## config.mk

```make
export PLATFORM = sky130hd
export DESIGN_NAME = vec_dot_top
export DESIGN_NICKNAME = d
export VERILOG_FILES = /design/src/vec_pkg.sv /design/src/vec_dot_top.sv /design/src/vec_dot_seq.sv /design/src/vec_reduce.sv /design/src/vec_elem_mul.sv /design/src/vec_skid_buf.sv
export SDC_FILE = /design/constraint.sdc
export NUM_CORES = 1
export LEC_CHECK = 0
export BUFFER_PORTS_ARGS = -buffer_cell sky130_fd_sc_hd__buf_2
export CAP_MARGIN = 30
export CORE_MARGIN = 10
export CORE_UTILIZATION = 50
export CTS_BUF_LIST = sky130_fd_sc_hd__clkbuf_4 sky130_fd_sc_hd__clkbuf_8 sky130_fd_sc_hd__clkbuf_16
export DETAILED_ROUTE_END_ITERATION = 6
export GPL_ROUTABILITY_DRIVEN = 0
export PLACE_DENSITY_LB_ADDON = 0.08
export SYNTH_ARGS = -nofsm -noshare
export SYNTH_HDL_FRONTEND = slang
export SYNTH_SLANG_ARGS = --single-unit
```

## constraint.sdc

```tcl
create_clock -name clk -period 14.76 [get_ports clk]
set_input_delay 4.428 -clock clk [delete_from_list [all_inputs] [get_ports clk]]
set_output_delay 4.428 -clock clk [all_outputs]
set_load 0.01 [all_outputs]
```

## src/vec_pkg.sv

```systemverilog
`default_nettype none

package vec_pkg;

    localparam int VEC_LEN = 5;
    localparam int A_W     = 8;
    localparam int B_W     = 8;
    localparam int PROD_W  = 16;
    localparam int TILING  = 1;

    localparam int MUL_STEPS = (VEC_LEN + TILING - 1) / TILING;
    localparam int MUL_IDX_W = $clog2(MUL_STEPS * TILING);

    // Three guard bits cover the sum of five products.
    localparam int DOT_W  = PROD_W + 3;
    localparam int PAIR_N = (VEC_LEN + 1) / 2;

    typedef logic [VEC_LEN-1:0][A_W-1:0]    a_vec_t;
    typedef logic [VEC_LEN-1:0][B_W-1:0]    b_vec_t;
    typedef logic [VEC_LEN-1:0][PROD_W-1:0] prod_vec_t;
    typedef logic signed [DOT_W-1:0]        dot_t;

    typedef struct packed {
        a_vec_t a;
        b_vec_t b;
    } operand_t;

    typedef struct packed {
        prod_vec_t prod;
        dot_t      dot;
    } result_t;

endpackage

`default_nettype wire
```

## src/vec_dot_top.sv

```systemverilog
`timescale 1ns/100ps
`default_nettype none

module vec_dot_top (
    input  wire                 clk,
    input  wire                 rst,
    input  wire                 in_valid,
    output logic                in_ready,
    input  wire vec_pkg::a_vec_t in_a,
    input  wire vec_pkg::b_vec_t in_b,
    output logic                out_valid,
    input  wire                 out_ready,
    output vec_pkg::prod_vec_t  out_prod,
    output vec_pkg::dot_t       out_dot
);

    import vec_pkg::*;

    operand_t  in_op;
    operand_t  op_data;
    logic      op_valid;
    logic      op_ready;
    logic      mul_start;
    a_vec_t    mul_a;
    b_vec_t    mul_b;
    prod_vec_t mul_prod;
    logic      mul_valid;
    logic      red_valid;
    logic      red_done;
    dot_t      red_dot;
    prod_vec_t red_prod;
    logic      res_ready;
    result_t   res_in;
    result_t   res_out;

    assign in_op    = '{a: in_a, b: in_b};
    assign res_in   = '{prod: red_prod, dot: red_dot};
    assign out_prod = res_out.prod;
    assign out_dot  = res_out.dot;

    vec_skid_buf #(.payload_t(operand_t)) u_in_buf (
        .clk(clk), .rst(rst),
        .in_valid(in_valid), .in_ready(in_ready), .in_data(in_op),
        .out_valid(op_valid), .out_ready(op_ready), .out_data(op_data)
    );

    vec_dot_seq u_seq (
        .clk(clk), .rst(rst),
        .op_valid(op_valid), .op_ready(op_ready),
        .op_a(op_data.a), .op_b(op_data.b),
        .mul_start(mul_start), .mul_a(mul_a), .mul_b(mul_b),
        .mul_valid(mul_valid),
        .red_valid(red_valid), .res_ready(res_ready), .red_done(red_done)
    );

    vec_elem_mul u_mul (
        .clk(clk), .rst(rst), .start(mul_start),
        .a(mul_a), .b(mul_b),
        .prod(mul_prod), .valid(mul_valid)
    );

    vec_reduce u_reduce (
        .clk(clk), .rst(rst),
        .in_valid(red_valid), .prod(mul_prod),
        .out_valid(red_done), .dot(red_dot), .prod_out(red_prod)
    );

    // Reduction output writes straight into the spare slot if needed.
    vec_skid_buf #(.payload_t(result_t)) u_out_buf (
        .clk(clk), .rst(rst),
        .in_valid(red_done), .in_ready(res_ready), .in_data(res_in),
        .out_valid(out_valid), .out_ready(out_ready), .out_data(res_out)
    );

endmodule

`default_nettype wire

```

## src/vec_dot_seq.sv

```systemverilog
`timescale 1ns/100ps
`default_nettype none

module vec_dot_seq (
    input  wire                 clk,
    input  wire                 rst,
    input  wire                 op_valid,
    output logic                op_ready,
    input  wire vec_pkg::a_vec_t op_a,
    input  wire vec_pkg::b_vec_t op_b,
    output logic                mul_start,
    output vec_pkg::a_vec_t     mul_a,
    output vec_pkg::b_vec_t     mul_b,
    input  wire                 mul_valid,
    output logic                red_valid,
    input  wire                 res_ready,
    input  wire                 red_done
);

    typedef enum logic [1:0] {
        S_IDLE,
        S_MUL,
        S_LAUNCH,
        S_DRAIN
    } state_t;

    state_t state;

    assign op_ready = (state == S_IDLE);

    // Output buffer has room, so the result can land two cycles on.
    assign red_valid = (state == S_LAUNCH) && res_ready;

    always_ff @(posedge clk) begin
        if (rst) begin
            state     <= S_IDLE;
            mul_start <= 1'b0;
        end else begin
            mul_start <= 1'b0;
            case (state)
                S_IDLE: begin
                    if (op_valid) begin
                        state     <= S_MUL;
                        mul_start <= 1'b1;
                    end
                end
                S_MUL: begin
                    // Valid is stale while start is still high.
                    if (!mul_start && mul_valid) begin
                        state <= S_LAUNCH;
                    end
                end
                S_LAUNCH: begin
                    if (res_ready) begin
                        state <= S_DRAIN;
                    end
                end
                S_DRAIN: begin
                    if (red_done) begin
                        state <= S_IDLE;
                    end
                end
                default: begin
                    state <= S_IDLE;
                end
            endcase
        end
    end

    always_ff @(posedge clk) begin
        if (op_valid && op_ready) begin
            mul_a <= op_a;
            mul_b <= op_b;
        end
    end

endmodule

`default_nettype wire

```

## src/vec_reduce.sv

```systemverilog
`timescale 1ns/100ps
`default_nettype none

module vec_reduce (
    input  wire                   clk,
    input  wire                   rst,
    input  wire                   in_valid,
    input  wire vec_pkg::prod_vec_t prod,
    output logic                  out_valid,
    output vec_pkg::dot_t         dot,
    output vec_pkg::prod_vec_t    prod_out
);

    import vec_pkg::*;

    dot_t      part_next [PAIR_N];
    dot_t      part_q    [PAIR_N];
    dot_t      sum_next;
    logic      mid_valid;
    prod_vec_t prod_mid;

    // Neighbouring products share a partial sum.
    always_comb begin
        for (int j = 0; j < PAIR_N; j++) begin
            part_next[j] = '0;
        end
        for (int k = 0; k < VEC_LEN; k++) begin
            part_next[k / 2] = part_next[k / 2] + dot_t'(signed'(prod[k]));
        end
    end

    always_comb begin
        sum_next = '0;
        for (int j = 0; j < PAIR_N; j++) begin
            sum_next = sum_next + part_q[j];
        end
    end

    always_ff @(posedge clk) begin
        if (rst) begin
            mid_valid <= 1'b0;
            out_valid <= 1'b0;
        end else begin
            mid_valid <= in_valid;
            out_valid <= mid_valid;
        end
    end

    always_ff @(posedge clk) begin
        part_q   <= part_next;
        prod_mid <= prod;
        dot      <= sum_next;
        prod_out <= prod_mid;
    end

endmodule

`default_nettype wire

```

## src/vec_elem_mul.sv

```systemverilog
`timescale 1ns/100ps
`default_nettype none

module vec_elem_mul (
    input  wire                clk,
    input  wire                rst,
    input  wire                start,
    input  wire vec_pkg::a_vec_t a,
    input  wire vec_pkg::b_vec_t b,
    output vec_pkg::prod_vec_t prod,
    output logic               valid
);

    import vec_pkg::*;

    typedef enum logic {
        S_IDLE,
        S_RUN
    } state_t;

    state_t               state;
    logic [MUL_IDX_W-1:0] idx;

    always_ff @(posedge clk) begin
        if (rst) begin
            state <= S_IDLE;
            idx   <= '0;
            valid <= 1'b0;
        end else begin
            case (state)
                S_IDLE: begin
                    idx <= '0;
                    if (start) begin
                        state <= S_RUN;
                        valid <= 1'b0;
                    end
                end
                S_RUN: begin
                    // Last tile reaches the end of the vector.
                    if (int'(idx) + TILING >= VEC_LEN) begin
                        idx   <= '0;
                        state <= S_IDLE;
                        valid <= 1'b1;
                    end else begin
                        idx <= idx + MUL_IDX_W'(TILING);
                    end
                end
                default: begin
                    state <= S_IDLE;
                end
            endcase
        end
    end

    // One tile of signed products per run cycle.
    always_ff @(posedge clk) begin
        if (state == S_RUN) begin
            for (int i = 0; i < TILING; i++) begin
                if (int'(idx) + i < VEC_LEN) begin
                    prod[int'(idx) + i] <= $signed(a[int'(idx) + i])
                                         * $signed(b[int'(idx) + i]);
                end
            end
        end
    end

endmodule

`default_nettype wire

```

## src/vec_skid_buf.sv

```systemverilog
`timescale 1ns/100ps
`default_nettype none

module vec_skid_buf #(
    parameter type payload_t = logic
) (
    input  wire           clk,
    input  wire           rst,
    input  wire           in_valid,
    output logic          in_ready,
    input  wire payload_t in_data,
    output logic          out_valid,
    input  wire           out_ready,
    output payload_t      out_data
);

    logic     spare_valid;
    payload_t spare_data;
    logic     wr;
    logic     rd;
    logic     spare_next;

    assign wr = in_valid && in_ready;
    assign rd = out_valid && out_ready;

    // Spare fills only when main is held and a new word arrives.
    assign spare_next = (spare_valid || (wr && out_valid)) && !rd;

    always_ff @(posedge clk) begin
        if (rst) begin
            out_valid   <= 1'b0;
            spare_valid <= 1'b0;
            in_ready    <= 1'b0;
        end else begin
            out_valid   <= spare_valid || wr || (out_valid && !rd);
            spare_valid <= spare_next;
            in_ready    <= !spare_next;
        end
    end

    // Main takes the older word first.
    always_ff @(posedge clk) begin
        if (!out_valid || rd) begin
            out_data <= spare_valid ? spare_data : in_data;
        end
        if (wr && out_valid && !rd) begin
            spare_data <= in_data;
        end
    end

endmodule

`default_nettype wire

```

==> results.cfg <==
[cells_and_area]
drive_gt1_frac = 0.291
n_fill_cell = 4388
n_antenna_cell = 0
final_util = 0.585
areaGrowthSynthToFinish_pct = 16.2
final_cell_mix = edfxtp_1, dfxtp_1, buf_2
nets = 2150
final_common_cell = edfxtp_1

[setup_path]
slowest_stage = a22oi_1
cp.arrival_ns = 6.71
cp_cell_sequence = buf_4 -> mux4_2 -> a22oi_1 -> or2_2 -> inv_1 -> fa_1 -> inv_1 -> fa_1 -> inv_1 -> fa_1 -> inv_1 -> fa_1 -> inv_1 -> ha_1 -> nor2b_1 -> o21ai_0 -> o31a_1 -> a21oi_1 -> xnor2_1
worst-path-stages = 19
r2r_slack_ns = 8.39
endpoint_kind = flop
critPathMaxStageDelay_ns = 0.63
cp_top_family = adder cells
cp_common_cell = inv_1
worstPathMaxFanout = 20
required_ns = 15.10
r2r_end = u_mul.prod[31]$_DFFE_PP_
critPathBufInv = 6
rr_startpoint = u_mul.idx[0]$_SDFF_PP0_
worstRegToRegCells = 19
crit_type = reg -> reg
cp-start-kind = flop

[pwr]
clkPwrFrac = 0.308
combPwrFrac = 0.246
ir_drop_uv = 122
switchingPower_w = 0.00176
p_total_w = 0.00621
power_switching_share = 0.283
power_leakage_nw = 12.5
seqPwrFrac = 0.446
power_density_nw_per_um2 = 189
p_int_w = 0.00445

[detailed_routing]
wl_per_cell_um = 17.1
antenna_left = 0
via_count = 13500
firstDrtPassIters = 5
drtIter0Drc = 566
wl_mm = 46.5
via_per_inst = 4.94
drcViolationCount = 0

[logic_synthesis]
synth_area_leader_cell = edfxtp_1
synth_nets = 1901
synthDistinctLibCells = 71
async_flop_share = 0
netlist_instances = 1657
yosys.area.top_type_share = 0.550
syn_area_sq_um = 28300
netlist_top_cells_area = edfxtp_1, dfxtp_1, mux2_2
synth_area_per_cell_sq_um = 17.1
yosys_warnings = 0
synth.yosys.seq_area_share = 0.712
ys.flop_type = edfxtp_1
synth_seq_cells = 747
synth_edf_count = 518

[clock_tree]
clock_path_buffers = 3
cts.sinks = 747
path_clk_slew_ns = 0.06
numCtsBuffers = 76
clock_latency_ns = 0.62
cts.repair.resized = 0
htree_levels = 3
cts_hold_buf = 0
postCtsSetupRepairBufs = 0
root_buffer = clkbuf_16
cts_tree = built

[placed_design]
port_buffers = 184
place_hpwl_mm = 33.0
place_ws_ns = 7.72

[worst_hold_path]
hold_path_class = reg -> reg
min-delay-start = u_reduce.prod_mid[23]$_DFF_P_
hold_end = u_reduce.prod_out[23]$_DFF_P_
whs_path_depth = 0

[run_status]
status = finished clean

[sta]
clock_skew_ns = 0.0213
finalWorstSetupSlack_ns = 8.39
hold_ws_ns = 0.310
rsz0062_at_grt = no
timing_hold_violations_final = 0
min_period_ns = 6.37
fmax_mhz = 157
worst_pin_slew_ns = 1.00
maxSlewViolCount = 0
tns_ns = 0
finalCritPeriodShare = 0.432
setup_viol = 0
relSlewSlack = 0.328

[global_routing]
gr-usage-all-layers = 0.142
grt_pass1_wl_mm = 76.0
antenna_found_initial = 0
grt_pass1_vias = 14200
grt_max_degree = 75
gr-total-overflow = 0

[die]
ios = 185
dieWidth_um = 258
die_area_sq_um = 66500
core_region_area_sq_um = 56200
rows = 87
die_h_um = 258
initial_utilization = 0.503

[run]
cap_violations = 0
-- layout make-up --
cell class / instances / area (sq um) / area share
clock inverter: 35 / 350 / 0.0107
clock buffer: 103 / 2210 / 0.0673
timing repair buffer: 198 / 1090 / 0.0333
tap: 756 / 946 / 0.0288
multi-input combinational: 764 / 7660 / 0.233
sequential: 747 / 20100 / 0.613
inverter: 119 / 447 / 0.0136
-- through the flow --
stage / instance area (sq um) / cells
after global placement: 30200 / 2580
after CTS: 32800 / 2720
after detailed placement: 30200 / 2582
after floorplan: 28300 / 1657
after global routing: 32900 / 2722
final: 32900 / 2722
-- routing by layer --
metal | GRT usage | up-vias | part of all wire
met5 | 0 | - | 0
met4 | 0.0520 | 0 | 0.026
li1 | - | 6573 | -
met1 | 0.185 | 6549 | 0.45
met3 | 0.0321 | 82 | 0.044
met2 | 0.231 | 254 | 0.48
-- registers in the layout (all words and copies together) (netlist names), 2 cells and up --
signal                flops
u_reduce.dot             19
u_reduce.prod_mid        80
u_seq.state               2
u_seq.mul_b              40
u_out_buf.out_data       99
u_mul.prod               80
u_reduce.prod_out        80
u_reduce.part_q          34
u_seq.mul_a              40
u_out_buf.spare_data     99
u_in_buf.out_data        80
u_in_buf.spare_data      80
u_mul.idx                 3
-- worst max path at each step --
stage	slack, ns	from	end
floorplan	3.01	out_ready	u_out_buf.spare_data[0]$_DFFE_PP_
global placement	7.84	out_ready	u_out_buf.spare_data[31]$_DFFE_PP_
detailed placement	7.72	out_ready	u_out_buf.spare_data[31]$_DFFE_PP_
CTS	8.29	u_mul.idx[0]$_SDFF_PP0_	u_mul.prod[31]$_DFFE_PP_
global route	8.03	u_mul.idx[0]$_SDFF_PP0_	u_mul.prod[31]$_DFFE_PP_
finish	8.39	u_mul.idx[0]$_SDFF_PP0_	u_mul.prod[31]$_DFFE_PP_
-- kinds of logic after synthesis --
group | Yosys count | synth area share
AND/OR/NAND/NOR | 185 | 0.0323
adder cells (fa/ha/maj) | 160 | 0.0907
multiplexers | 198 | 0.0851
buffers and inverters | 146 | 0.0200
flip-flops | 747 | 0.712
AO/OA/AOI/OAI | 171 | 0.0443
XOR/XNOR | 50 | 0.0155
-- Yosys cell counts, types with 11 or more instances --
cell type / n
a21o_1: 17
a211oi_1: 14
fa_1: 75
nor3_1: 14
o21a_1: 11
nand2_1: 20
o21ai_0: 27
ha_1: 85
nor2_1: 84
edfxtp_1: 518
dfxtp_1: 229
nor2b_1: 16
inv_1: 118
a21oi_1: 37
xor2_1: 15
mux2_2: 179
clkbuf_1: 21
mux4_2: 16
xnor2_1: 35
or2_2: 15
-- power groups by stage --
stage                     Sequential (W)  Combinational (W)  Clock, W
after floorplan                  0.00281            0.00112         0
after global placement           0.00281            0.00149         0
after detailed placement         0.00282            0.00155         0
after CTS                        0.00277            0.00156   0.00197
after global routing             0.00279            0.00176   0.00205
final                            0.00277            0.00153   0.00191
No activity file was read; power rests on OpenSTA's default activity.
